$ cat src/logic/xdrs_bus_pkg.sv
`default_nettype none

package xdrs_bus_pkg;

	// --------------------
	// shared bus word formats
	// --------------------

	// one bus data word, also one stream data item
	localparam int XDRS_DATA_W = 32;
	// word address on the shared bus
	localparam int XDRS_ADDR_W = 16;

	typedef logic [XDRS_DATA_W-1:0] xdrs_data_t;
	typedef logic [XDRS_ADDR_W-1:0] xdrs_addr_t;

	// bitstream length in words
	// same width as an address so a whole memory fits
	typedef logic [XDRS_ADDR_W-1:0] xdrs_size_t;

endpackage

`default_nettype wire

$ cat src/logic/xdrs_ifs.sv
`timescale 1ns/100ps
`default_nettype none


// --------------------
// region add-on handshake
// --------------------
// all active low
interface rc_addon_if;
	logic rc_reqn;
	logic rc_ackn;
	logic rc_rstn;
	logic rc_reconfn;

	modport manager (output rc_reqn, rc_rstn, rc_reconfn, input rc_ackn);
	modport region  (input rc_reqn, rc_rstn, rc_reconfn, output rc_ackn);
endinterface


`default_nettype wire

$ cat src/logic/rr_slot.sv
`timescale 1ns/100ps
`default_nettype none

module rr_slot (
	input  logic                     clk,
	input  logic                     rst_n,
	rc_addon_if.region               addon,
	input  logic                     cfg_we,
	input  xdrs_bus_pkg::xdrs_data_t cfg_word,
	input  logic                     in_valid,
	output logic                     in_ready,
	input  xdrs_bus_pkg::xdrs_data_t in_data,
	output logic                     out_valid,
	input  logic                     out_ready,
	output xdrs_bus_pkg::xdrs_data_t out_data
);
	import xdrs_bus_pkg::*;

	xdrs_data_t cfg_sum;
	xdrs_data_t data_q;
	logic       valid_q;
	logic       reconfn_q;
	logic       ackn_q;
	logic       stage_ready;
	logic       in_xfer;
	logic       out_xfer;

	// --------------------
	// isolator
	// --------------------
	// stage side is cut off while reconfn is low
	assign stage_ready = (~valid_q | out_xfer) & addon.rc_reqn;
	assign in_ready    = stage_ready & addon.rc_reconfn;
	assign out_valid   = valid_q & addon.rc_reconfn;
	assign out_data    = data_q;
	assign in_xfer     = in_valid & in_ready;
	assign out_xfer    = out_valid & out_ready;
	assign addon.rc_ackn = ackn_q;

	// configuration store, reloaded from zero on each new load
	always_ff @(posedge clk or negedge rst_n) begin
		if (!rst_n) begin
			cfg_sum   <= '0;
			reconfn_q <= 1'b1;
		end else begin
			reconfn_q <= addon.rc_reconfn;
			if (!addon.rc_reconfn && reconfn_q) begin
				cfg_sum <= '0;
			end else if (cfg_we) begin
				cfg_sum <= cfg_sum + cfg_word;
			end
		end
	end

	// one item output register
	always_ff @(posedge clk or negedge rst_n) begin
		if (!rst_n) begin
			valid_q <= 1'b0;
		end else if (!addon.rc_rstn) begin
			valid_q <= 1'b0;
		end else if (in_xfer) begin
			valid_q <= 1'b1;
		end else if (out_xfer) begin
			valid_q <= 1'b0;
		end
	end

	always_ff @(posedge clk) begin
		if (in_xfer) begin
			data_q <= in_data + cfg_sum;
		end
	end

	// ack once empty, release after reqn rises
	always_ff @(posedge clk or negedge rst_n) begin
		if (!rst_n) begin
			ackn_q <= 1'b1;
		end else if (!addon.rc_reqn) begin
			if (!valid_q) begin
				ackn_q <= 1'b0;
			end
		end else begin
			ackn_q <= 1'b1;
		end
	end

	a_out_hold: assert property (@(posedge clk) disable iff (!rst_n)
		(out_valid && !out_ready) |=> $stable(out_data));

endmodule

`default_nettype wire

$ cat src/flat_wrapper.sv
// flat-port wrapper written by rule: the top's interface ports become plain ports
module rr_slot_flat import xdrs_bus_pkg::*;
  (clk, rst_n, cfg_we, cfg_word, in_valid, in_ready, in_data, out_valid, out_ready, out_data, addon_rc_reqn, addon_rc_rstn, addon_rc_reconfn, addon_rc_ackn);
  rc_addon_if addon_i ();
  input  logic clk;
  input  logic rst_n;
  input  logic cfg_we;
  input  xdrs_bus_pkg::xdrs_data_t cfg_word;
  input  logic in_valid;
  output logic in_ready;
  input  xdrs_bus_pkg::xdrs_data_t in_data;
  output logic out_valid;
  input  logic out_ready;
  output xdrs_bus_pkg::xdrs_data_t out_data;
  input wire logic [$bits(addon_i.rc_reqn)-1:0] addon_rc_reqn;
  input wire logic [$bits(addon_i.rc_rstn)-1:0] addon_rc_rstn;
  input wire logic [$bits(addon_i.rc_reconfn)-1:0] addon_rc_reconfn;
  output wire logic [$bits(addon_i.rc_ackn)-1:0] addon_rc_ackn;
  assign addon_i.rc_reqn = addon_rc_reqn;
  assign addon_i.rc_rstn = addon_rc_rstn;
  assign addon_i.rc_reconfn = addon_rc_reconfn;
  assign addon_rc_ackn = addon_i.rc_ackn;
  rr_slot u_core (.clk(clk), .rst_n(rst_n), .addon(addon_i), .cfg_we(cfg_we), .cfg_word(cfg_word), .in_valid(in_valid), .in_ready(in_ready), .in_data(in_data), .out_valid(out_valid), .out_ready(out_ready), .out_data(out_data));
endmodule
$ cat config.mk
export PLATFORM = sky130hd
export DESIGN_NAME = rr_slot_flat
export DESIGN_NICKNAME = d
export VERILOG_FILES = /design/src/logic/xdrs_bus_pkg.sv /design/src/logic/xdrs_ifs.sv /design/src/logic/rr_slot.sv /design/src/flat_wrapper.sv
export SDC_FILE = /design/constraint.sdc
export NUM_CORES = 1
export LEC_CHECK = 0
export ABC_AREA = 1
export ABC_CLOCK_PERIOD_IN_PS = 2100
export BUFFER_PORTS_ARGS = -buffer_cell sky130_fd_sc_hd__buf_4
export CAP_MARGIN = 20
export CELL_PAD_IN_SITES_DETAIL_PLACEMENT = 0
export CELL_PAD_IN_SITES_GLOBAL_PLACEMENT = 2
export CORE_MARGIN = 2
export CORE_UTILIZATION = 31
export DETAILED_ROUTE_END_ITERATION = 8
export GPL_ROUTABILITY_DRIVEN = 1
export PLACE_DENSITY = 0.78
export SETUP_SLACK_MARGIN = 0.4
export SLEW_MARGIN = 30
export SYNTH_ARGS = -nofsm -noshare
export SYNTH_HDL_FRONTEND = slang
export SYNTH_SLANG_ARGS = --single-unit
$ cat constraint.sdc
create_clock -name clk -period 2.1 [get_ports clk]
set_input_delay 0.21 -clock clk [delete_from_list [all_inputs] [get_ports clk]]
set_output_delay 0.21 -clock clk [all_outputs]
set_load 0.02 [all_outputs]
==> results.ini <==
[synth]
ys_types=39
netlist_top_cells_area=nand2_1 (22%), edfxtp_1 (14%), dfrtp_1 (12%)
yosys_warnings=0
synth_top_area_share_pct=21.7
netlist.top_cell.by_area=nand2_1
avgSynthCellArea_um2=6.48
syn-cell-area_um2=6630
synth_seq_cells=67
synth_fp_nets=1159
yosysSeqAreaShare_pct=27.7
netlist_instances=1023

[floorplanning]
die_w_um=150
start_util_pct=31.5
die-area_um2=22600
rows=53
core_area_um2=21000
io_pins=107
die_y_um=150

[drt]
viasPerCell=4.73
num_vias=7081
dr.pass1.iters=4
detail_route.iter0.violations=253
drc=0
routed_wl_um=24400
postRouteAntennaNets=0
wire_per_inst_um=16.3

[power]
pwr-share-seq_pct=16.8
power_mw=15.3
p_sw_share_pct=48.6
p_int_mw=7.85
switching_power_mw=7.44
power_leakage_nw=5.19
p_clk_share_pct=11.0
p_comb_share_pct=72.3
power_density_nw_per_um2=1400
vdd_ir_drop_max_mv=0.426

[cells_and_area]
fin_nets=1352
antenna_cells=0
syn_to_final_growth_pct=64.2
final_area_um2=10900
drive_gt1_share_pct=46.4
fillCellCount=2083

[setup_path]
critPathMostFrequentCell=nand2_1
reg2reg_depth=9
start_kind=flop
critPathBufInv=0
max_stage_delay_ns=0.42
cp.depth=9
endpoint_kind=flop
cp_slowest_cell=dfrtp_1
required_ns=2.20
crit_family=adder cells
worst-endpoint-arrival_ns=2.10
r2r_slack_ns=0.10
crit_path_max_fanout=3
path_cells=ha_2, fa_2, nand2_4, o21ai_4, a21oi_4, or2_1, nand3_1, nand2_1, nand2_1
critPathKind=flop to flop

[worst_hold_path]
min_path_type=input pin to flop
holdPathStages=3

[clock_network]
htreeDepth=3
numCtsBuffers=9
cts.sink_count=67
clockBufferDepth=2
clk-insertion-delay-late_ns=0.35
clock-root-buffer=clkbuf_16
cts_tree=done
path_clk_slew_ns=0.06

[global_routing]
grt_overflow=0
track_usage_pct=21.2
antenna_found_initial=0
grt_pass1_wl_um=36300
grt_pass1_vias=6910
grt_max_degree=36

[sta]
slew_viol_final=0
min_period_over_period_pct=95.1
fin_crit_ns=2.00
setup_violations=0
clock_skew_ns=0.0103
rsz0062_at_grt=yes
hold_violations=0
slew-limit-headroom_pct=65.7
fmax_mhz=501
tightest_slew_ns=0.515

[placement]
port_buffers=106
hpwl_um=18500
globalplace.congestion=0.829
dpl-instance-area_um2=7950

[run]
max_cap_violations=0

[run_status]
status=finished, final reports clean

[cell type report]
| type | instances | area (um2) | share of cell area (%) |
|---|---|---|---|
| multi-input combinational | 796 | 6200 | 56.9 |
| sequential | 67 | 1870 | 17.2 |
| timing repair buffer | 185 | 1560 | 14.4 |
| inverter | 157 | 589 | 5.41 |
| tap | 275 | 344 | 3.16 |
| clock buffer | 10 | 250 | 2.30 |
| clock inverter | 6 | 70.1 | 0.644 |
[cells by family after synthesis]
kind of cell | share of synthesized area, %
XOR/XNOR | 2.91
adder cells (fa/ha/maj) | 12.3
AND/OR/NAND/NOR | 38.0
AO/OA/AOI/OAI | 9.79
flip-flops | 27.7
buffers and inverters | 9.27
[worst paths after layout]
| kind | startpoint | end |
|---|---|---|
| setup / recovery | u_core.cfg_sum[0]$_DFFE_PN0P_ | u_core.out_data[24]$_DFFE_PP_ |
| hold / removal | addon_rc_reqn | u_core.addon.rc_ackn$_DFFE_PN1P_ |
| setup reg to reg | u_core.cfg_sum[0]$_DFFE_PN0P_ | u_core.out_data[24]$_DFFE_PP_ |
| hold reg to reg | u_core.addon.rc_ackn$_DFFE_PN1P_ | u_core.addon.rc_ackn$_DFFE_PN1P_ |
| max in group asynchronous | rst_n | u_core.cfg_sum[20]$_DFFE_PN0P_ |
| min in group asynchronous | rst_n | u_core.cfg_sum[7]$_DFFE_PN0P_ |
[cells in the mapped netlist, drive strengths merged]
library cell / count
nand2: 403
inv: 157
nor2: 87
a21oi: 66
nand3: 65
ha: 62
o21ai: 36
dfrtp: 33
edfxtp: 32
xor2: 19
nor3: 10
nand4: 7
nand3b: 6
or2: 6
buf: 5
nor4: 4
a21o: 3
and2: 3
o21bai: 3
xnor2: 3
a21boi: 2
a32o: 2
dfstp: 2
fa: 2
o21a: 2
a22o: 1
o211ai: 1
o31ai: 1
[power groups by stage]
stage,logic [mW],clock network [mW],registers [mW]
3_5_place_dp,6.96,0,2.42
5_1_grt,12.1,1.77,2.60
2_1_floorplan,4.96,0,2.30
4_1_cts,9.41,1.72,2.58
6_report,11.1,1.67,2.56
3_3_place_gp,6.97,0,2.40
[per-layer routing]
metal / wire, um / vias up / share of wire, % / GRT usage (%)
li1: - / 3663 / - / -
met1: 11500 / 3290 / 47 / 28.8
met2: 11900 / 102 / 49 / 35.8
met3: 700 / 26 / 2.9 / 2.58
met4: 346 / 0 / 1.4 / 4.76
met5: 0 / - / 0 / 0
[registers in the layout, summed over array words and instances (netlist names)]
name                  flops
u_core.reconfn_q          1
u_core.addon.rc_ackn      1
u_core.cfg_sum           32
u_core.out_data          32
u_core.valid_q            1
[stage by stage]
stage | std cells | utilization, % | setup TNS, ns | setup slack, ns | hold slack (ns)
detailed placement | 1411 | 37.8 | -0.0308 | -0.0308 | 0.228
finish | 1496 | 51.8 | 0 | 0.103 | 0.0775
floorplan | 1023 | - | 0 | 0.282 | -0.0856
global placement | 1411 | 37.8 | -0.00895 | -0.00895 | 0.229
CTS | 1465 | 47.5 | 0 | 0.152 | 0.0684
global route | 1496 | 51.8 | 0 | 0.00608 | 0.0893
[cell usage in the layout, fill, tap and decap left out, drive strengths merged]
master,instances
nand2,403
buf,183
inv,159
nor2,87
a21oi,66
nand3,65
ha,62
o21ai,36
dfrtp,33
edfxtp,32
xor2,19
clkbuf,10
nor3,10
nand4,7
nand3b,6
or2,6
and2,5
nor4,4
o21bai,3
a21o,3
xnor2,3
clkinv,3
a21boi,2
a32o,2
fa,2
dlygate4sd3,2
dfstp,2
o21a,2
o211ai,1
o31ai,1
a22o,1
bufinv,1
[worst register-to-register path, cell delays in order (launching register included)]
cell and delay, ns:
dfrtp_1 0.42, ha_2 0.22, fa_2 0.38, nand2_4 0.09
o21ai_4 0.09, a21oi_4 0.23, or2_1 0.15, nand3_1 0.07
nand2_1 0.07, nand2_1 0.04
[timing repair]
action                                 in CTS  in global routing
setup endpoints to repair                  52                 91
endpoints found under the hold margin      34                  0
pin swaps                                  83                102
gates resized for setup                   292                155
hold buffers                                2                  0
setup buffers                              36                 29
cloned                                      0                  2
(Power assumes the default switching activity.)
