File: src/logic/xdrs_bus_pkg.sv
`default_nettype none

package xdrs_bus_pkg;

	// --------------------
	// shared bus word formats
	// --------------------

	// one bus data word, also one stream data item
	localparam int XDRS_DATA_W = 32;
	// word address on the shared bus
	localparam int XDRS_ADDR_W = 16;

	typedef logic [XDRS_DATA_W-1:0] xdrs_data_t;
	typedef logic [XDRS_ADDR_W-1:0] xdrs_addr_t;

	// bitstream length in words
	// same width as an address so a whole memory fits
	typedef logic [XDRS_ADDR_W-1:0] xdrs_size_t;

endpackage

`default_nettype wire

File: src/logic/xdrs_rc_pkg.sv
`default_nettype none

package xdrs_rc_pkg;

	// --------------------
	// reconfiguration manager
	// --------------------

	// sequencer states in the order they are visited
	typedef enum logic [2:0] {
		RC_IDLE,
		RC_REQUEST,
		RC_LOAD,
		RC_RESET,
		RC_RELEASE,
		RC_DONE
	} rc_state_t;

	// region reset pulse length in clk cycles
	localparam int RC_RESET_CYCLES_DEF = 4;

endpackage

`default_nettype wire

File: src/logic/xdrs_ifs.sv
`timescale 1ns/100ps
`default_nettype none


// --------------------
// region add-on handshake
// --------------------
// all active low
interface rc_addon_if;
	logic rc_reqn;
	logic rc_ackn;
	logic rc_rstn;
	logic rc_reconfn;

	modport manager (output rc_reqn, rc_rstn, rc_reconfn, input rc_ackn);
	modport region  (input rc_reqn, rc_rstn, rc_reconfn, output rc_ackn);
endinterface

// --------------------
// bitstream load command
// --------------------
interface icap_cmd_if;
	import xdrs_bus_pkg::*;

	logic       start;
	xdrs_addr_t baddr;
	xdrs_size_t bsize;
	logic       done;

	modport initiator (output start, baddr, bsize, input done);
	modport target    (input start, baddr, bsize, output done);
endinterface

`default_nettype wire

File: src/logic/rc_manager.sv
`timescale 1ns/100ps
`default_nettype none

module rc_manager #(
	parameter int RC_RESET_CYCLES = xdrs_rc_pkg::RC_RESET_CYCLES_DEF
) (
	input  logic                     clk,
	input  logic                     rst_n,
	input  logic                     rc_start,
	input  xdrs_bus_pkg::xdrs_addr_t rc_baddr,
	input  xdrs_bus_pkg::xdrs_size_t rc_bsize,
	output logic                     rc_done,
	output logic                     rc_busy,
	icap_cmd_if.initiator            icap,
	rc_addon_if.manager              addon
);
	import xdrs_bus_pkg::*;
	import xdrs_rc_pkg::*;

	localparam int CNT_W = $clog2(RC_RESET_CYCLES + 1);

	rc_state_t        state;
	xdrs_addr_t       baddr_q;
	xdrs_size_t       bsize_q;
	logic [CNT_W-1:0] cnt;
	logic             start_q;
	logic             reqn_q;
	logic             rstn_q;
	logic             reconfn_q;

	assign icap.start       = start_q;
	assign icap.baddr       = baddr_q;
	assign icap.bsize       = bsize_q;
	assign addon.rc_reqn    = reqn_q;
	assign addon.rc_rstn    = rstn_q;
	assign addon.rc_reconfn = reconfn_q;

	always_ff @(posedge clk or negedge rst_n) begin
		if (!rst_n) begin
			state     <= RC_IDLE;
			baddr_q   <= '0;
			bsize_q   <= '0;
			cnt       <= '0;
			start_q   <= 1'b0;
			reqn_q    <= 1'b1;
			rstn_q    <= 1'b1;
			reconfn_q <= 1'b1;
			rc_done   <= 1'b0;
			rc_busy   <= 1'b0;
		end else begin
			start_q <= 1'b0;
			case (state)
				// commands only land here so a start while busy is dropped
				// done lasts one cycle with busy already low
				RC_IDLE, RC_DONE: begin
					rc_done <= 1'b0;
					state   <= RC_IDLE;
					if (rc_start) begin
						baddr_q <= rc_baddr;
						bsize_q <= rc_bsize;
						rc_busy <= 1'b1;
						reqn_q  <= 1'b0;
						state   <= RC_REQUEST;
					end
				end
				// region drains its output before it acks
				RC_REQUEST: if (!addon.rc_ackn) begin
					reconfn_q <= 1'b0;
					start_q   <= 1'b1;
					state     <= RC_LOAD;
				end
				RC_LOAD: if (icap.done) begin
					reconfn_q <= 1'b1;
					rstn_q    <= 1'b0;
					cnt       <= CNT_W'(RC_RESET_CYCLES - 1);
					state     <= RC_RESET;
				end
				// rstn low for exactly RC_RESET_CYCLES
				RC_RESET: begin
					if (cnt == '0) begin
						rstn_q <= 1'b1;
						reqn_q <= 1'b1;
						state  <= RC_RELEASE;
					end else begin
						cnt <= cnt - 1'b1;
					end
				end
				RC_RELEASE: if (addon.rc_ackn) begin
					rc_done <= 1'b1;
					rc_busy <= 1'b0;
					state   <= RC_DONE;
				end
				default: state <= RC_IDLE;
			endcase
		end
	end

	a_reconf_in_req: assert property (@(posedge clk) disable iff (!rst_n)
		!addon.rc_reconfn |-> !addon.rc_reqn);

endmodule

`default_nettype wire

File: src/flat_wrapper.sv
// flat-port wrapper written by rule: the top's interface ports become plain ports
module rc_manager_flat import xdrs_bus_pkg::*; import xdrs_rc_pkg::*;
#(
	parameter int RC_RESET_CYCLES = xdrs_rc_pkg::RC_RESET_CYCLES_DEF
)
  (clk, rst_n, rc_start, rc_baddr, rc_bsize, rc_done, rc_busy, icap_start, icap_baddr, icap_bsize, icap_done, addon_rc_reqn, addon_rc_rstn, addon_rc_reconfn, addon_rc_ackn);
  icap_cmd_if icap_i ();
  rc_addon_if addon_i ();
  input  logic clk;
  input  logic rst_n;
  input  logic rc_start;
  input  xdrs_bus_pkg::xdrs_addr_t rc_baddr;
  input  xdrs_bus_pkg::xdrs_size_t rc_bsize;
  output logic rc_done;
  output logic rc_busy;
  output wire logic [$bits(icap_i.start)-1:0] icap_start;
  output wire logic [$bits(icap_i.baddr)-1:0] icap_baddr;
  output wire logic [$bits(icap_i.bsize)-1:0] icap_bsize;
  input wire logic [$bits(icap_i.done)-1:0] icap_done;
  output wire logic [$bits(addon_i.rc_reqn)-1:0] addon_rc_reqn;
  output wire logic [$bits(addon_i.rc_rstn)-1:0] addon_rc_rstn;
  output wire logic [$bits(addon_i.rc_reconfn)-1:0] addon_rc_reconfn;
  input wire logic [$bits(addon_i.rc_ackn)-1:0] addon_rc_ackn;
  assign icap_start = icap_i.start;
  assign icap_baddr = icap_i.baddr;
  assign icap_bsize = icap_i.bsize;
  assign icap_i.done = icap_done;
  assign addon_rc_reqn = addon_i.rc_reqn;
  assign addon_rc_rstn = addon_i.rc_rstn;
  assign addon_rc_reconfn = addon_i.rc_reconfn;
  assign addon_i.rc_ackn = addon_rc_ackn;
  rc_manager #(.RC_RESET_CYCLES(RC_RESET_CYCLES)) u_core (.clk(clk), .rst_n(rst_n), .rc_start(rc_start), .rc_baddr(rc_baddr), .rc_bsize(rc_bsize), .rc_done(rc_done), .rc_busy(rc_busy), .icap(icap_i), .addon(addon_i));
endmodule
File: config.mk
export PLATFORM = sky130hd
export DESIGN_NAME = rc_manager_flat
export DESIGN_NICKNAME = d
export VERILOG_FILES = /design/src/logic/xdrs_bus_pkg.sv /design/src/logic/xdrs_rc_pkg.sv /design/src/logic/xdrs_ifs.sv /design/src/logic/rc_manager.sv /design/src/flat_wrapper.sv
export SDC_FILE = /design/constraint.sdc
export NUM_CORES = 1
export LEC_CHECK = 0
export BUFFER_PORTS_ARGS = -buffer_cell sky130_fd_sc_hd__buf_2
export CAP_MARGIN = 30
export CORE_ASPECT_RATIO = 1.25
export CORE_MARGIN = 2
export CORE_UTILIZATION = 52
export DETAILED_ROUTE_END_ITERATION = 7
export HOLD_SLACK_MARGIN = 0.08
export PLACE_DENSITY_LB_ADDON = 0.05
export REMOVE_ABC_BUFFERS = 1
export SLEW_MARGIN = 20
export SYNTH_ARGS = -nofsm -noshare
export SYNTH_HDL_FRONTEND = slang
export SYNTH_SLANG_ARGS = --single-unit
File: constraint.sdc
create_clock -name clk -period 3.9 [get_ports clk]
set_input_delay 0.975 -clock clk [delete_from_list [all_inputs] [get_ports clk]]
set_output_delay 0.975 -clock clk [all_outputs]
set_load 0.01 [all_outputs]
==> reports/results.txt, run 1 <==
Hold Crit Start: u_core.icap.baddr[1]
Clock transition at the registers of the reported paths: 80 ps
FP Rows: 25
Height of the chip: 72.89 µm
HPWL after detailed placement: 2.608 mm
Worst-Margin Slew: 475.7 ps
Worst path required time: 4070 ps
Area delta synth->final: 25.79%
Worst Path Max Fanout: 20
Total Nets Final: 249
Grt total ovfl: 0
Internal power: 1.452 mW
Pins Over Slew Limit: 0
Seq/Total Area, Yosys: 0.5596
Dpl cells: 241
Post-CTS setup buffer count: 0
Period minus WS final: 2021 ps
P_leak: 1.253 nW
H-tree depth: 2
CTS Sinks: 44
Net Sw Frac: 0.3122
Startpoint Class: flip-flop
Wirelength per Cell: 14.64 µm
Largest net degree at the start of global routing: 45
RSZ-0062 raised after global routing: no
CP Capture Type: flip-flop
VDD IR max: 394.0 µV
Post-Syn Area: 1974 µm²
Final Skew: 3.181 ps
Core Area: 3722 µm²
Syn_area_per_cell: 14.63 µm²
Setup crit start: u_core.state[0]
Syn. warnings: 0
Placed Area: 2315 µm²
Number of buffers created by CTS: 5
Fin crit share: 0.5181
Die W: 59.12 µm
Status: completed
Fin cells: 250
Relative slew slack: 0.6829
Setup TNS: 0 ps
Initial antenna violation count: 0
Final Worst Setup Slack: 1879 ps
RD Place Congestion: 0.7183
IO Count: 75
DR iter-0 viols: 27
Mapped Cells: 135
Pre-CTS WS: 1397 ps
Start of the worst register-to-register path: u_core.state[0]
Tot GR Track Use: 0.1778
#FFs+latches synth: 44
Via/cell ratio: 5.100
Critical path type: reg2reg
Clock power share: 0.186
Arrival @ worst endpoint: 2190 ps
First-pass GRT wire length: 5.782 mm
Total power: 2.111 mW
Pre-antenna DRT Iters: 4
Final Instance Area: 2484 µm²
Clock insertion delay at the later pin of the skew report: 280 ps
Final hold violations: 0
Hold_buf cts: 0
Share of layout cells above drive strength 1: 0.5571
Hold/Removal Path Class: reg2reg
Die Area: 4309 µm²
WL final: 3.661 mm
Power per cell area: 850.2 nW/µm²
Antenna Cells: 0
DRC: 0
CTS tree: yes
Post-CTS Resized: 0
Final Setup Violations: 0
Switching power: 659.2 µW
Root Buffer: clkbuf_8
Max cap viols: 0
Combinational power share: 0.419
Via Count: 1275
Sequential share of power: 0.395
Max Freq: 494.9 MHz
Number of global-route vias before repair: 1246
# port buffers: 74
Initial Util: 0.5304
Synth cell types: 32
Buffer depth of the longest clock path: 2
Final ANT Viol Nets: 0
## state kept, by name (all words and copies together), names as in the netlist
register,count
u_core.icap.bsize,16
u_core.state,3
u_core.cnt,3
u_core.addon.rc_rstn,1
u_core.icap.baddr,16
u_core.rc_busy,1
u_core.rc_done,1
u_core.addon.rc_reconfn,1
u_core.icap.start,1
u_core.addon.rc_reqn,1
## kinds of logic (layout without fill, tap and decap cells)
family                   count (synthesis)  after routing  share of synthesized area
flip-flops                              44             44                     0.5596
buffers and inverters                   13             88                    0.05069
adder cells (fa/ha/maj)                  2              2                    0.01267
multiplexers                            33             33                     0.2414
AO/OA/AOI/OAI                           18             18                    0.06529
XOR/XNOR                                 1              1                   0.004437
AND/OR/NAND/NOR                         24             24                    0.06591
## power groups by stage
| stage | registers (mW) | clock network, mW | logic (mW) |
|---|---|---|---|
| 2_1_floorplan | 0.919 | 0 | 0.501 |
| 3_3_place_gp | 0.828 | 0 | 0.862 |
| 3_5_place_dp | 0.842 | 0 | 0.885 |
| 4_1_cts | 0.835 | 0.401 | 0.891 |
| 5_1_grt | 0.865 | 0.422 | 0.965 |
| 6_report | 0.835 | 0.392 | 0.885 |
## final cells by class
cell class	instances	area, µm²
clock buffer	5	68.82
clock inverter	2	60.06
fill	298	1239
inverter	5	18.77
multi-input combinational	78	770.7
sequential	44	1105
tap	40	50.05
timing repair buffer	76	410.4
## per-stage QoR
stage | util | hold slack, ps
after floorplan | - | 484.5
after global placement | 0.6218 | 464.7
after detailed placement | 0.6218 | 478.9
after CTS | 0.6565 | 496.1
after global routing | 0.6672 | 518.2
final | 0.6672 | 493.4
## layout by cell type (no fill, tap or decap), types with 4 or more instances in the layout
master    count
nor2_1        6
nand2_1       5
dfrtp_1      41
mux2_1        4
inv_1         5
buf_2        74
nor3b_1       4
clkbuf_8      5
mux2_4       28
o21ai_0       4
## worst max-delay path, cell delays in order, from the launching register on
cell     delay [ps]
dfrtp_1         610
xnor2_1         180
and3b_2         530
buf_12          250
mux2_1          330
## metal layers
metal  GRT usage  wire length (µm)
met1      0.2277              1541
met5           0                 0
met2      0.2975              1923
met4     0.04545                 9
met3     0.04787               186
## Yosys cell counts (all sizes together)
cell type | count | area, µm²
dfrtp | 41 | 1026
nor3b | 4 | 30.03
nor3 | 1 | 5.000
xnor2 | 1 | 8.760
clkbuf | 4 | 15.01
dfstp | 3 | 78.83
o2bb2ai | 1 | 8.760
o21ai | 4 | 20.02
a21o | 1 | 7.510
a22o | 2 | 17.52
a2bb2oi | 2 | 17.52
buf | 4 | 66.31
nor2b | 3 | 18.77
o21ba | 1 | 10.01
nand2b | 3 | 18.77
ha | 2 | 25.02
and3b | 1 | 8.760
mux2 | 33 | 476.7
inv | 5 | 18.77
a31oi | 1 | 6.260
nand2 | 5 | 18.77
a21oi | 2 | 10.01
o22ai | 1 | 6.260
o31ai | 1 | 7.510
o32ai | 1 | 8.760
or2b | 1 | 7.510
a211o | 1 | 8.760
nor2 | 6 | 22.52
## final timing paths
kind | endpoint | slack (ps) | depth (start not counted)
max | u_core.icap.bsize[14] | 1880 | 4
min | u_core.icap.baddr[1] | 490 | 1
max reg2reg | u_core.icap.bsize[14] | 1880 | 4
min reg2reg | u_core.icap.baddr[1] | 490 | 1
max in group asynchronous | u_core.addon.rc_reqn | 2820 | 2
min in group asynchronous | u_core.icap.bsize[9] | 550 | 1
No activity file was read; power rests on OpenSTA's default activity.
==> run 2, diff against run 1 <==
--- a/config.mk
+++ b/config.mk
@@ -9,7 +9,7 @@
 export CAP_MARGIN = 30
 export CORE_ASPECT_RATIO = 1.25
 export CORE_MARGIN = 2
-export CORE_UTILIZATION = 52
+export CORE_UTILIZATION = 44
 export DETAILED_ROUTE_END_ITERATION = 7
 export HOLD_SLACK_MARGIN = 0.08
 export PLACE_DENSITY_LB_ADDON = 0.05
==> constraint.sdc (replaced) <==
create_clock -name clk -period 1.8 [get_ports clk]
set_input_delay 0.45 -clock clk [delete_from_list [all_inputs] [get_ports clk]]
set_output_delay 0.45 -clock clk [all_outputs]
set_load 0.01 [all_outputs]
==> run 2 against run 1 <==
Worst hold slack worse by 330 ps. Cell count increased by 9.6%. Clock skew grew 2.0 ps. Routed wire length up 6.8%. Sequential power increased by 110%. Flip-flop and latch count stayed put. Non-clock buffer count grew 5. Combinational power rose by 130%. Utilization decreased by 9.0 points.
==> reports/results.txt, run 2 (same netlist as run 1, synthesis figures left out) <==
Status: completed
Tot GR Track Use: 0.1655
CP cell instances: inv_1 > ha_1 > ha_1 > nor3b_1 > mux2_2 > a2bb2oi_1
Final Util: 0.5768
Pins Over Slew Limit: 0
Share of layout cells above drive strength 1: 0.5694
DR iter-0 viols: 47
Final hold violations: 0
Initial antenna violation count: 0
Hold_buf cts: 0
Height of the chip: 78.90 µm
Arrival @ worst endpoint: 1820 ps
# port buffers: 74
Cells on worst reg2reg path: 6
DRC: 0
Final Instance Area: 2514 µm²
Slowest cell on crit path: dfrtp_1
Antenna Cells: 0
P_leak: 1.263 nW
CP most frequent cell: ha_1
CP bufs+invs: 1
Fin crit share: 0.9134
Hold/Removal Path Class: in2async
H-tree depth: 2
Core Area: 4358 µm²
Stages on worst setup path: 6
Setup crit start: u_core.cnt[0]
Post-CTS Resized: 0
Critical path type: reg2reg
RD Place Congestion: 0.7688
CTS Sinks: 44
Crit-path leading delay family: adder cells
Final Skew: 5.155 ps
Clock insertion delay at the later pin of the skew report: 290 ps
CTS tree: yes
Root Buffer: clkbuf_8
HPWL after detailed placement: 2.840 mm
Total power: 4.520 mW
Die W: 63.92 µm
Worst-Margin Slew: 605.9 ps
Pre-antenna DRT Iters: 6
Power per cell area: 1798 nW/µm²
Worst Path Max Fanout: 9
Via Count: 1336
Largest net degree at the start of global routing: 29
CP Capture Type: flip-flop
Worst path required time: 1970 ps
Max Freq: 608.2 MHz
Via/cell ratio: 4.876
Final ANT Viol Nets: 0
Grt total ovfl: 0
FP Rows: 27
Buffer depth of the longest clock path: 2
Crit path largest cell delay: 400 ps
WL final: 3.910 mm
Post-CTS setup buffer count: 0
Period minus WS final: 1644 ps
Clock transition at the registers of the reported paths: 80 ps
Final Setup Violations: 0
VDD IR max: 726.1 µV
Wirelength per Cell: 14.27 µm
Start of the worst register-to-register path: u_core.cnt[0]
Area delta synth->final: 27.31%
IO Count: 75
Fillers: 384
Number of global-route vias before repair: 1371
Placed Area: 2402 µm²
Max cap viols: 0
Startpoint Class: flip-flop
Total Nets Final: 254
Die Area: 5043 µm²
Fin Hold WS: 160.1 ps
Number of buffers created by CTS: 5
Commonest non-fill, non-tap cell in the layout: buf_2
Relative slew slack: 0.5961
Initial Util: 0.4531
First-pass GRT wire length: 6.472 mm
Most frequent cells in the layout: 74 x buf_2, 41 x dfrtp_1, 28 x mux2_4
RSZ-0062 raised after global routing: no
[run 2: cell type report]
cell class	instances	area, µm²	share of cell area
clock inverter	3	42.54	0.01692
clock buffer	5	68.82	0.02738
tap	58	72.57	0.02887
timing repair buffer	81	435.4	0.1732
multi-input combinational	78	770.7	0.3066
inverter	5	18.77	0.007466
sequential	44	1105	0.4395
[run 2: power by group]
group          leakage (nW)  switching [mW]  internal, mW
Sequential            0.519           0.240          1.48
Combinational         0.689           0.900          1.16
Clock                0.0541           0.325         0.410
Total                  1.26            1.47          3.06
[run 2: per-layer routing]
layer | track usage | wire length [µm] | vias up
met5 | 0 | 0 | -
met1 | 0.2062 | 1617 | 658
met2 | 0.2729 | 1975 | 44
met3 | 0.04674 | 264 | 5
li1 | - | - | 629
met4 | 0.06087 | 53 | 0
[run 2: worst paths after layout]
| path | end | slack [ps] |
|---|---|---|
| setup / recovery | u_core.cnt[0] | 160 |
| hold / removal | u_core.icap.bsize[9] | 160 |
| setup reg to reg | u_core.cnt[0] | 160 |
| hold reg to reg | u_core.icap.bsize[13] | 490 |
| max in group asynchronous | u_core.icap.baddr[9] | 1060 |
| min in group clk | u_core.icap.bsize[14] | 380 |
[run 2: per-stage QoR]
| stage | worst slack [ps] | instances | TNS [ps] |
|---|---|---|---|
| 4_1_cts | 185.4 | 274 | 0 |
| 5_1_grt | 86.71 | 274 | 0 |
| 6_report | 155.9 | 274 | 0 |
| 3_3_place_gp | 323.0 | 266 | 0 |
| 3_5_place_dp | 197.9 | 266 | 0 |
| 2_1_floorplan | -654.3 | 127 | -20710 |
