==> config.mk <==
export PLATFORM = sky130hd
export DESIGN_NAME = xbus_arbiter_flat
export DESIGN_NICKNAME = d
export VERILOG_FILES = /design/src/logic/xdrs_bus_pkg.sv /design/src/logic/xdrs_ifs.sv /design/src/logic/xbus_arbiter.sv /design/src/flat_wrapper.sv
export SDC_FILE = /design/constraint.sdc
export NUM_CORES = 1
export LEC_CHECK = 0
export BUFFER_PORTS_ARGS = -buffer_cell sky130_fd_sc_hd__clkbuf_2
export CORE_AREA = 2 2 101 103
export DETAILED_ROUTE_END_ITERATION = 12
export DIE_AREA = 0 0 103 105
export PLACE_DENSITY_LB_ADDON = 0.12
export SLEW_MARGIN = 20
export SYNTH_ARGS = -nofsm -noshare
export SYNTH_HDL_FRONTEND = slang
export SYNTH_SLANG_ARGS = --single-unit
==> constraint.sdc <==
create_clock -name clk -period 1.39 [get_ports clk]
set_input_delay 0.139 -clock clk [delete_from_list [all_inputs] [get_ports clk]]
set_output_delay 0.139 -clock clk [all_outputs]
set_load 0.02 [all_outputs]
==> src/logic/xdrs_bus_pkg.sv <==
`default_nettype none

package xdrs_bus_pkg;

	// --------------------
	// shared bus word formats
	// --------------------

	// one bus data word, also one stream data item
	localparam int XDRS_DATA_W = 32;
	// word address on the shared bus
	localparam int XDRS_ADDR_W = 16;

	typedef logic [XDRS_DATA_W-1:0] xdrs_data_t;
	typedef logic [XDRS_ADDR_W-1:0] xdrs_addr_t;

	// bitstream length in words
	// same width as an address so a whole memory fits
	typedef logic [XDRS_ADDR_W-1:0] xdrs_size_t;

endpackage

`default_nettype wire

==> src/logic/xdrs_ifs.sv <==
`timescale 1ns/100ps
`default_nettype none

// --------------------
// shared memory bus
// --------------------
// req/gnt arbitration, then sel/ack per word
interface xbus_if;
	import xdrs_bus_pkg::*;

	logic       req;
	logic       gnt;
	logic       sel;
	xdrs_addr_t addr;
	xdrs_data_t wdata;
	logic       rnw;
	logic       ack;
	xdrs_data_t rdata;

	modport master (output req, sel, addr, wdata, rnw, input gnt, ack, rdata);
	modport slave  (input req, sel, addr, wdata, rnw, output gnt, ack, rdata);
endinterface


`default_nettype wire

==> src/logic/xbus_arbiter.sv <==
`timescale 1ns/100ps
`default_nettype none

module xbus_arbiter (
	input  logic   clk,
	input  logic   rst_n,
	xbus_if.slave  m0,
	xbus_if.slave  m1,
	xbus_if.master s
);

	logic [1:0] gnt_q;
	logic [1:0] gnt_nxt;
	logic       last_m1;
	logic       owner_busy;

	// current owner still holds its request
	assign owner_busy = (gnt_q[0] & m0.req) | (gnt_q[1] & m1.req);

	// round robin pick
	always_comb begin
		if (m0.req && m1.req) begin
			// both waiting so the turn goes to the one not served last
			gnt_nxt = last_m1 ? 2'b01 : 2'b10;
		end else begin
			gnt_nxt = {m1.req, m0.req};
		end
	end

	// grant is registered, so it never rises in the request cycle
	always_ff @(posedge clk or negedge rst_n) begin
		if (!rst_n) begin
			gnt_q   <= 2'b00;
			last_m1 <= 1'b1;
		end else if (!owner_busy) begin
			gnt_q <= gnt_nxt;
			if (|gnt_nxt) begin
				last_m1 <= gnt_nxt[1];
			end
		end
	end

	// --------------------
	// routing to the memory side
	// --------------------
	assign s.req   = |gnt_q;
	assign s.sel   = gnt_q[0] ? m0.sel   : (gnt_q[1] ? m1.sel   : 1'b0);
	assign s.addr  = gnt_q[0] ? m0.addr  : (gnt_q[1] ? m1.addr  : '0);
	assign s.wdata = gnt_q[0] ? m0.wdata : (gnt_q[1] ? m1.wdata : '0);
	assign s.rnw   = gnt_q[0] ? m0.rnw   : (gnt_q[1] ? m1.rnw   : 1'b1);

	// responses only reach the granted master
	assign m0.gnt   = gnt_q[0] & s.gnt;
	assign m0.ack   = gnt_q[0] & s.ack;
	assign m0.rdata = gnt_q[0] ? s.rdata : '0;
	assign m1.gnt   = gnt_q[1] & s.gnt;
	assign m1.ack   = gnt_q[1] & s.ack;
	assign m1.rdata = gnt_q[1] ? s.rdata : '0;

	a_single_grant: assert property (@(posedge clk) disable iff (!rst_n)
		!(m0.gnt && m1.gnt));

endmodule

`default_nettype wire

==> src/flat_wrapper.sv <==
// flat-port wrapper written by rule: the top's interface ports become plain ports
module xbus_arbiter_flat 
  (clk, rst_n, m0_req, m0_sel, m0_addr, m0_wdata, m0_rnw, m0_gnt, m0_ack, m0_rdata, m1_req, m1_sel, m1_addr, m1_wdata, m1_rnw, m1_gnt, m1_ack, m1_rdata, s_req, s_sel, s_addr, s_wdata, s_rnw, s_gnt, s_ack, s_rdata);
  xbus_if m0_i ();
  xbus_if m1_i ();
  xbus_if s_i ();
  input  logic clk;
  input  logic rst_n;
  input wire logic [$bits(m0_i.req)-1:0] m0_req;
  input wire logic [$bits(m0_i.sel)-1:0] m0_sel;
  input wire logic [$bits(m0_i.addr)-1:0] m0_addr;
  input wire logic [$bits(m0_i.wdata)-1:0] m0_wdata;
  input wire logic [$bits(m0_i.rnw)-1:0] m0_rnw;
  output wire logic [$bits(m0_i.gnt)-1:0] m0_gnt;
  output wire logic [$bits(m0_i.ack)-1:0] m0_ack;
  output wire logic [$bits(m0_i.rdata)-1:0] m0_rdata;
  input wire logic [$bits(m1_i.req)-1:0] m1_req;
  input wire logic [$bits(m1_i.sel)-1:0] m1_sel;
  input wire logic [$bits(m1_i.addr)-1:0] m1_addr;
  input wire logic [$bits(m1_i.wdata)-1:0] m1_wdata;
  input wire logic [$bits(m1_i.rnw)-1:0] m1_rnw;
  output wire logic [$bits(m1_i.gnt)-1:0] m1_gnt;
  output wire logic [$bits(m1_i.ack)-1:0] m1_ack;
  output wire logic [$bits(m1_i.rdata)-1:0] m1_rdata;
  output wire logic [$bits(s_i.req)-1:0] s_req;
  output wire logic [$bits(s_i.sel)-1:0] s_sel;
  output wire logic [$bits(s_i.addr)-1:0] s_addr;
  output wire logic [$bits(s_i.wdata)-1:0] s_wdata;
  output wire logic [$bits(s_i.rnw)-1:0] s_rnw;
  input wire logic [$bits(s_i.gnt)-1:0] s_gnt;
  input wire logic [$bits(s_i.ack)-1:0] s_ack;
  input wire logic [$bits(s_i.rdata)-1:0] s_rdata;
  assign m0_i.req = m0_req;
  assign m0_i.sel = m0_sel;
  assign m0_i.addr = m0_addr;
  assign m0_i.wdata = m0_wdata;
  assign m0_i.rnw = m0_rnw;
  assign m0_gnt = m0_i.gnt;
  assign m0_ack = m0_i.ack;
  assign m0_rdata = m0_i.rdata;
  assign m1_i.req = m1_req;
  assign m1_i.sel = m1_sel;
  assign m1_i.addr = m1_addr;
  assign m1_i.wdata = m1_wdata;
  assign m1_i.rnw = m1_rnw;
  assign m1_gnt = m1_i.gnt;
  assign m1_ack = m1_i.ack;
  assign m1_rdata = m1_i.rdata;
  assign s_req = s_i.req;
  assign s_sel = s_i.sel;
  assign s_addr = s_i.addr;
  assign s_wdata = s_i.wdata;
  assign s_rnw = s_i.rnw;
  assign s_i.gnt = s_gnt;
  assign s_i.ack = s_ack;
  assign s_i.rdata = s_rdata;
  xbus_arbiter u_core (.clk(clk), .rst_n(rst_n), .m0(m0_i), .m1(m1_i), .s(s_i));
endmodule
==> flow_metrics.env, run 1 <==
export IMPL_r2r_slack_ns=0.14
export IMPL_yosys_cell_types_count=19
export IMPL_setup_viol=83
export IMPL_r2r_start="u_core.gnt_q[0]"
export IMPL_ys_dominant_reg_cell="dfrtp_1"
export IMPL_synth_edf_count=0
export IMPL_root_buffer="clkbuf_8"
export IMPL_synth_seq_cells=3
export IMPL_cp_required_ns=1.25
export IMPL_status="finished with violations"
export IMPL_setup_tns_final_ns=-6.54
export IMPL_fp_row_count=36
export IMPL_cts_tree="yes"
export IMPL_endpoint="s_wdata[18]"
export IMPL_crit_start="u_core.gnt_q[0]"
export IMPL_synth_compound_gate_area_share=0.412
export IMPL_path_cells="nor2_4 -> buf_12 -> buf_12 -> a22o_1 -> clkbuf_8"
export IMPL_firstDrtPassIters=4
export IMPL_worst_slack_ns=-0.153
export IMPL_place_worst_setup_slack_ns=0.0475
export IMPL_vdd_drop_max_uv=726
export IMPL_rr_worst_depth=4
export IMPL_clock_fmax_mhz=648
export IMPL_cpPeakStageDelay_ns=0.42
export IMPL_finalWirelength_um=8050
export IMPL_synth_top_family_by_area="simple AND/OR/NAND/NOR gates"
export IMPL_start_util=0.118
export IMPL_port_buffer_count=256
export IMPL_cpLargestDelayFamily="buffers and inverters"
export IMPL_avgSynthCellArea_um2=7.22
export IMPL_cp_max_fo=8
export IMPL_worstPathArrival_ns=1.40
export IMPL_antenna_cells=0
export IMPL_drc=0
export IMPL_clkSlewWorstSetupHoldPaths_ns=0.03
export IMPL_clk_insertion_delay_late_ns=0.21
export IMPL_core_um2=9640
export IMPL_syn_num_nets=295
export IMPL_finalPower_uw=2800
export IMPL_grt_pass1_vias=2044
export IMPL_cts_sinks=3
export IMPL_final_max_slew_viol_count=0
export IMPL_final_util=0.340
export IMPL_die_area_um2=10800
export IMPL_cap_violations=0
export IMPL_critPathKind="register to output pin"
export IMPL_grt_util_all_layers=0.121
export IMPL_violations="setup timing"
export IMPL_yosysWarnings=0
export IMPL_drtIter0Drc=77
export IMPL_cp_depth=5
export IMPL_die_w_um=103
export IMPL_ant_nets=0
export IMPL_synth_xor_area_frac=0
export IMPL_die_h_um=105
export IMPL_yosysSeqAreaShare=0.0673
export IMPL_asyncSetResetFlopFracSynth=1.00
export IMPL_crit_path_end_kind="output pin"
export IMPL_cts_inserted_buffers=3
export IMPL_worst_slew_margin_rel=0.780
export IMPL_synth_area_um2=1130
export IMPL_grt_overflow_total=0
export IMPL_syn_to_final_growth_pct=189
export IMPL_routedWlPerCell_um=14.7
export IMPL_synth_simple_area_share=0.417
export IMPL_grt_pass1_wl_um=10500
export IMPL_gp_congestion=0.814
export IMPL_muxShareOfSynthArea=0
export IMPL_layout_nets=555
export IMPL_r2r_end="u_core.gnt_q[1]"
export IMPL_synth_fa_ha_area_frac=0
export IMPL_vias=2195
export IMPL_power_density_nw_per_um2=854
export IMPL_holdCritPathClass="primary input to register"
export IMPL_nFillCells=1038
export IMPL_synthCells=157
export IMPL_p_leak_uw=0.00184
export IMPL_via_per_inst=4.00
export IMPL_cts_htree_levels=1
export IMPL_grt_max_degree=50
export IMPL_path_buf_inv=3
export IMPL_hold_violations=0
export IMPL_cts_max_path_buffers=2
export IMPL_antenna_found_initial=0
export IMPL_tightest_slew_ns=0.330
export IMPL_cpMostUsedCell="buf_12"
export IMPL_period_share=1.11
export IMPL_drive_above_1_share=0.678
export IMPL_pin_count=257
export IMPL_finClkSkew_ns=0.000148
export IMPL_post_route_min_period_ns=1.54
export IMPL_rsz0062_at_grt="true"
export IMPL_crit_slowest_cell="dfrtp_2"
export IMPL_startpoint_type="register"
worst min-delay path by stage:
stage	startpoint	end	slack (ns)	cells after the start
4_1_cts	m0_req	u_core.last_m1	0.13	2
3_5_place_dp	rst_n	u_core.gnt_q[1]	-0.06	1
2_1_floorplan	rst_n	u_core.gnt_q[0]	-0.16	0
6_report	m0_req	u_core.last_m1	0.14	2
5_1_grt	m0_req	u_core.last_m1	0.17	2
3_3_place_gp	rst_n	u_core.gnt_q[1]	-0.05	1
cell usage after synthesis, drive strengths merged, types with 2 or more instances:
cell type,count,area (µm²)
and2,68,425
a22o,48,420
buf,12,77.6
clkbuf,7,28.8
a21oi,4,20.0
inv,3,11.3
nand2,3,11.3
a31oi,2,12.5
dfrtp,2,50.1
nor2b,2,12.5
or2,2,12.5
sequential cells by signal (all words and copies together), names as in the netlist:
name	count
u_core.gnt_q	2
u_core.last_m1	1
cell type report:
type                       count  area (µm²)  share of cell area
sequential                     3        77.6              0.0236
clock buffer                   4        45.0              0.0137
timing repair buffer         274        2040               0.622
inverter                       3        11.3             0.00343
multi-input combinational    132         940               0.286
tap                          133         166              0.0507
through the flow:
step | std cells | hold WS [ns] | area (µm²)
after detailed placement | 531 | -0.0554 | 2560
after global placement | 531 | -0.0536 | 2560
after CTS | 543 | 0.131 | 3150
after floorplan | 157 | -0.157 | 1130
after global routing | 549 | 0.166 | 3280
final | 549 | 0.138 | 3280
report_power, final:
group	switching [µW]	internal [µW]	leakage, µW
registers	15.2	109	0.0000326
clock network	55.6	195	0.0000228
logic	1200	1230	0.00178
total	1270	1530	0.00184
metal layers:
metal | vias up | track usage | wire [µm] | share of wire
met5 | - | 0 | 0 | 0
met2 | 105 | 0.236 | 4380 | 0.54
met1 | 1003 | 0.141 | 3210 | 0.40
li1 | 1083 | - | - | -
met3 | 4 | 0.0127 | 419 | 0.052
met4 | 0 | 0.0179 | 39 | 0.0048
placed cells by master, fill, tap and decap left out:
cell             n
clkbuf_16        4
clkbuf_8        51
buf_2            1
nor2b_1          2
nand2_1          3
dfrtp_2          1
buf_12           3
a22o_1          48
inv_1            2
a21oi_1          4
and2_1          68
a31oi_1          2
dfrtp_1          1
or2_2            2
buf_6            3
clkbuf_2       206
nor2_4           1
dlygate4sd3_1    1
a211o_1          1
dfstp_2          1
o21ai_0          1
clkbuf_1         1
buf_16           4
inv_2            1
buf_4            4
cell families (layout without fill, tap and decap cells):
kind of cell,count (synthesis),after routing
flops,3,3
buf+inv,22,281
simple gates,76,76
compound gates,56,56
timing repair:
action / CTS / global route
gates cloned: 3 / 6
hold buffers: 1 / 0
endpoints found under the hold margin: 3 / 0
pin swaps: 2 / 7
resized for setup: 100 / 4
buffers inserted: 5 / 0
setup endpoints to repair: 50 / 85
(Power assumes the default switching activity.)
==> run 2, diff against run 1 <==
CORE_AREA = 2 2 99 101   (was 2 2 101 103)
DIE_AREA = 0 0 101 103   (was 0 0 103 105)
clock period = 1.3 ns   (was 1.39 ns; I/O delays follow)
==> flow_metrics.env, run 2 (synthesized netlist as in run 1, its figures left out) <==
export IMPL_status="finished with violations"
export IMPL_violations="setup timing"
export IMPL_critPathKind="register to output pin"
export IMPL_final_common_cell="clkbuf_2"
export IMPL_drc=0
export IMPL_fp_row_count=36
export IMPL_cts_sinks=3
export IMPL_worst_slack_ns=-0.194
export IMPL_vdd_drop_max_uv=1110
export IMPL_r2r_start="u_core.gnt_q[0]"
export IMPL_drtIter0Drc=38
export IMPL_r2r_end="u_core.gnt_q[1]"
export IMPL_grt_pass1_vias=1703
export IMPL_via_per_inst=4.11
export IMPL_antenna_cells=0
export IMPL_hold_end="u_core.last_m1"
export IMPL_start_util=0.120
export IMPL_grt_pass1_wl_um=8400
export IMPL_finalWirelength_um=7510
export IMPL_largest_reg_flops=2
export IMPL_firstDrtPassIters=4
export IMPL_cpPeakStageDelay_ns=0.43
export IMPL_die_w_um=101
export IMPL_nFillCells=1018
export IMPL_timing_hold_ws_ns=0.120
export IMPL_hold_path_cell_count=2
export IMPL_reg_top3="u_core.gnt_q x2, u_core.last_m1 x1"
export IMPL_final_cell_mix="clkbuf_2, and2_1, a22o_1"
export IMPL_worstPathArrival_ns=1.36
export IMPL_cts_inserted_buffers=3
export IMPL_post_route_min_period_ns=1.49
export IMPL_final_max_slew_viol_count=0
export IMPL_core_um2=9460
export IMPL_tightest_slew_ns=0.187
export IMPL_clkSlewWorstSetupHoldPaths_ns=0.03
export IMPL_cts_htree_levels=1
export IMPL_gp_congestion=0.761
export IMPL_grt_util_all_layers=0.0987
export IMPL_cp_max_fo=11
export IMPL_regMostFlops="u_core.gnt_q"
export IMPL_grt_max_degree=47
export IMPL_vias=2187
export IMPL_power_density_nw_per_um2=908
export IMPL_crit_slowest_cell="dfrtp_2"
export IMPL_period_share=1.15
export IMPL_layout_nets=557
export IMPL_rsz0062_at_grt="true"
export IMPL_finClkSkew_ns=0.00232
export IMPL_path_cells="buf_4 -> clkbuf_16 -> a22o_1 -> clkbuf_8"
export IMPL_antenna_found_initial=0
export IMPL_crit_path_end_kind="output pin"
export IMPL_hold_violations=0
export IMPL_hold_start="m0_req"
export IMPL_cts_max_path_buffers=2
export IMPL_finalPower_uw=2880
export IMPL_drive_above_1_share=0.684
export IMPL_root_buffer="clkbuf_8"
export IMPL_cp_required_ns=1.17
export IMPL_p_leak_uw=0.00183
export IMPL_port_buffer_count=256
export IMPL_rr_worst_depth=4
export IMPL_ant_nets=0
export IMPL_r2r_slack_ns=-0.05
export IMPL_syn_to_final_growth_pct=179
export IMPL_startpoint_type="register"
export IMPL_worst_slew_margin_rel=0.875
export IMPL_holdCritPathClass="primary input to register"
export IMPL_register_area_um2=78.8
export IMPL_cap_violations=0
export IMPL_die_h_um=103
export IMPL_clk_insertion_delay_late_ns=0.21
export IMPL_final_util=0.335
export IMPL_die_area_um2=10400
export IMPL_routedWlPerCell_um=14.1
export IMPL_pin_count=257
export IMPL_multiInputGateArea_um2=942
export IMPL_dp_hpwl_um=5340
export IMPL_clock_fmax_mhz=669
export IMPL_setup_viol=102
export IMPL_cts_tree="yes"
export IMPL_grt_overflow_total=0
==> run 2: worst max-delay path by stage <==
| stage | startpoint | slack [ns] | to | cells past startpoint |
|---|---|---|---|---|
| after floorplan | u_core.gnt_q[1] | 0.06 | s_rnw | 5 |
| after global placement | u_core.gnt_q[1] | 0.04 | s_addr[12] | 5 |
| after detailed placement | u_core.gnt_q[1] | 0.03 | s_addr[12] | 5 |
| after CTS | u_core.gnt_q[0] | -0.19 | s_wdata[13] | 4 |
| after global routing | u_core.gnt_q[1] | -0.24 | s_wdata[27] | 5 |
| final | u_core.gnt_q[0] | -0.19 | s_wdata[11] | 4 |
==> run 2: final cells by class <==
type | count | share of cell area
Sequential cell | 3 | 0.0249
Clock buffer | 4 | 0.0142
Inverter | 3 | 0.00355
Tap cell | 114 | 0.0450
Timing Repair Buffer | 276 | 0.615
Multi-Input combinational cell | 132 | 0.297
==> run 2: worst max-delay path, delay by kind of cell, from the launching register on <==
kind	cells	cell delay, ns
buffers and inverters	3	0.50
DFF	1	0.43
AOI/OAI and AO/OA	1	0.22
==> run 2: routing by layer <==
| metal | wire, µm | vias to the layer above | global-route usage |
|---|---|---|---|
| met5 | 0 | - | 0 |
| met4 | 52 | 0 | 0.00728 |
| li1 | - | 1085 | - |
| met3 | 509 | 6 | 0.0136 |
| met1 | 2860 | 972 | 0.119 |
| met2 | 4090 | 124 | 0.193 |
==> run 2: report_power, final <==
| part | total [µW] | switching, µW | leakage [µW] | internal (µW) |
|---|---|---|---|---|
| Sequential | 139 | 22.0 | 0.0000317 | 117 |
| Combinational | 2470 | 1240 | 0.00177 | 1240 |
| Clock | 264 | 55.6 | 0.0000228 | 209 |
| Total | 2880 | 1310 | 0.00183 | 1560 |
==> run 2: timing repair <==
action | in CTS | in global routing
buffers inserted | 0 | 5
pin swaps | 1 | 0
endpoints found under the setup margin | 85 | 109
gates resized for setup | 72 | 57
hold endpoints to repair | 3 | 0
gates cloned | 0 | 7
hold buffers | 1 | 0
==> run 2: per-stage QoR <==
| stage | worst slack [ns] | TNS [ns] | std cells | cell area (µm²) |
|---|---|---|---|---|
| global route | -0.244 | -18.39 | 532 | 3170 |
| finish | -0.194 | -12.78 | 532 | 3170 |
| detailed placement | 0.0310 | 0 | 515 | 2570 |
| global placement | 0.0447 | 0 | 515 | 2570 |
| floorplan | 0.0561 | 0 | 157 | 1130 |
| CTS | -0.195 | -10.35 | 520 | 2940 |
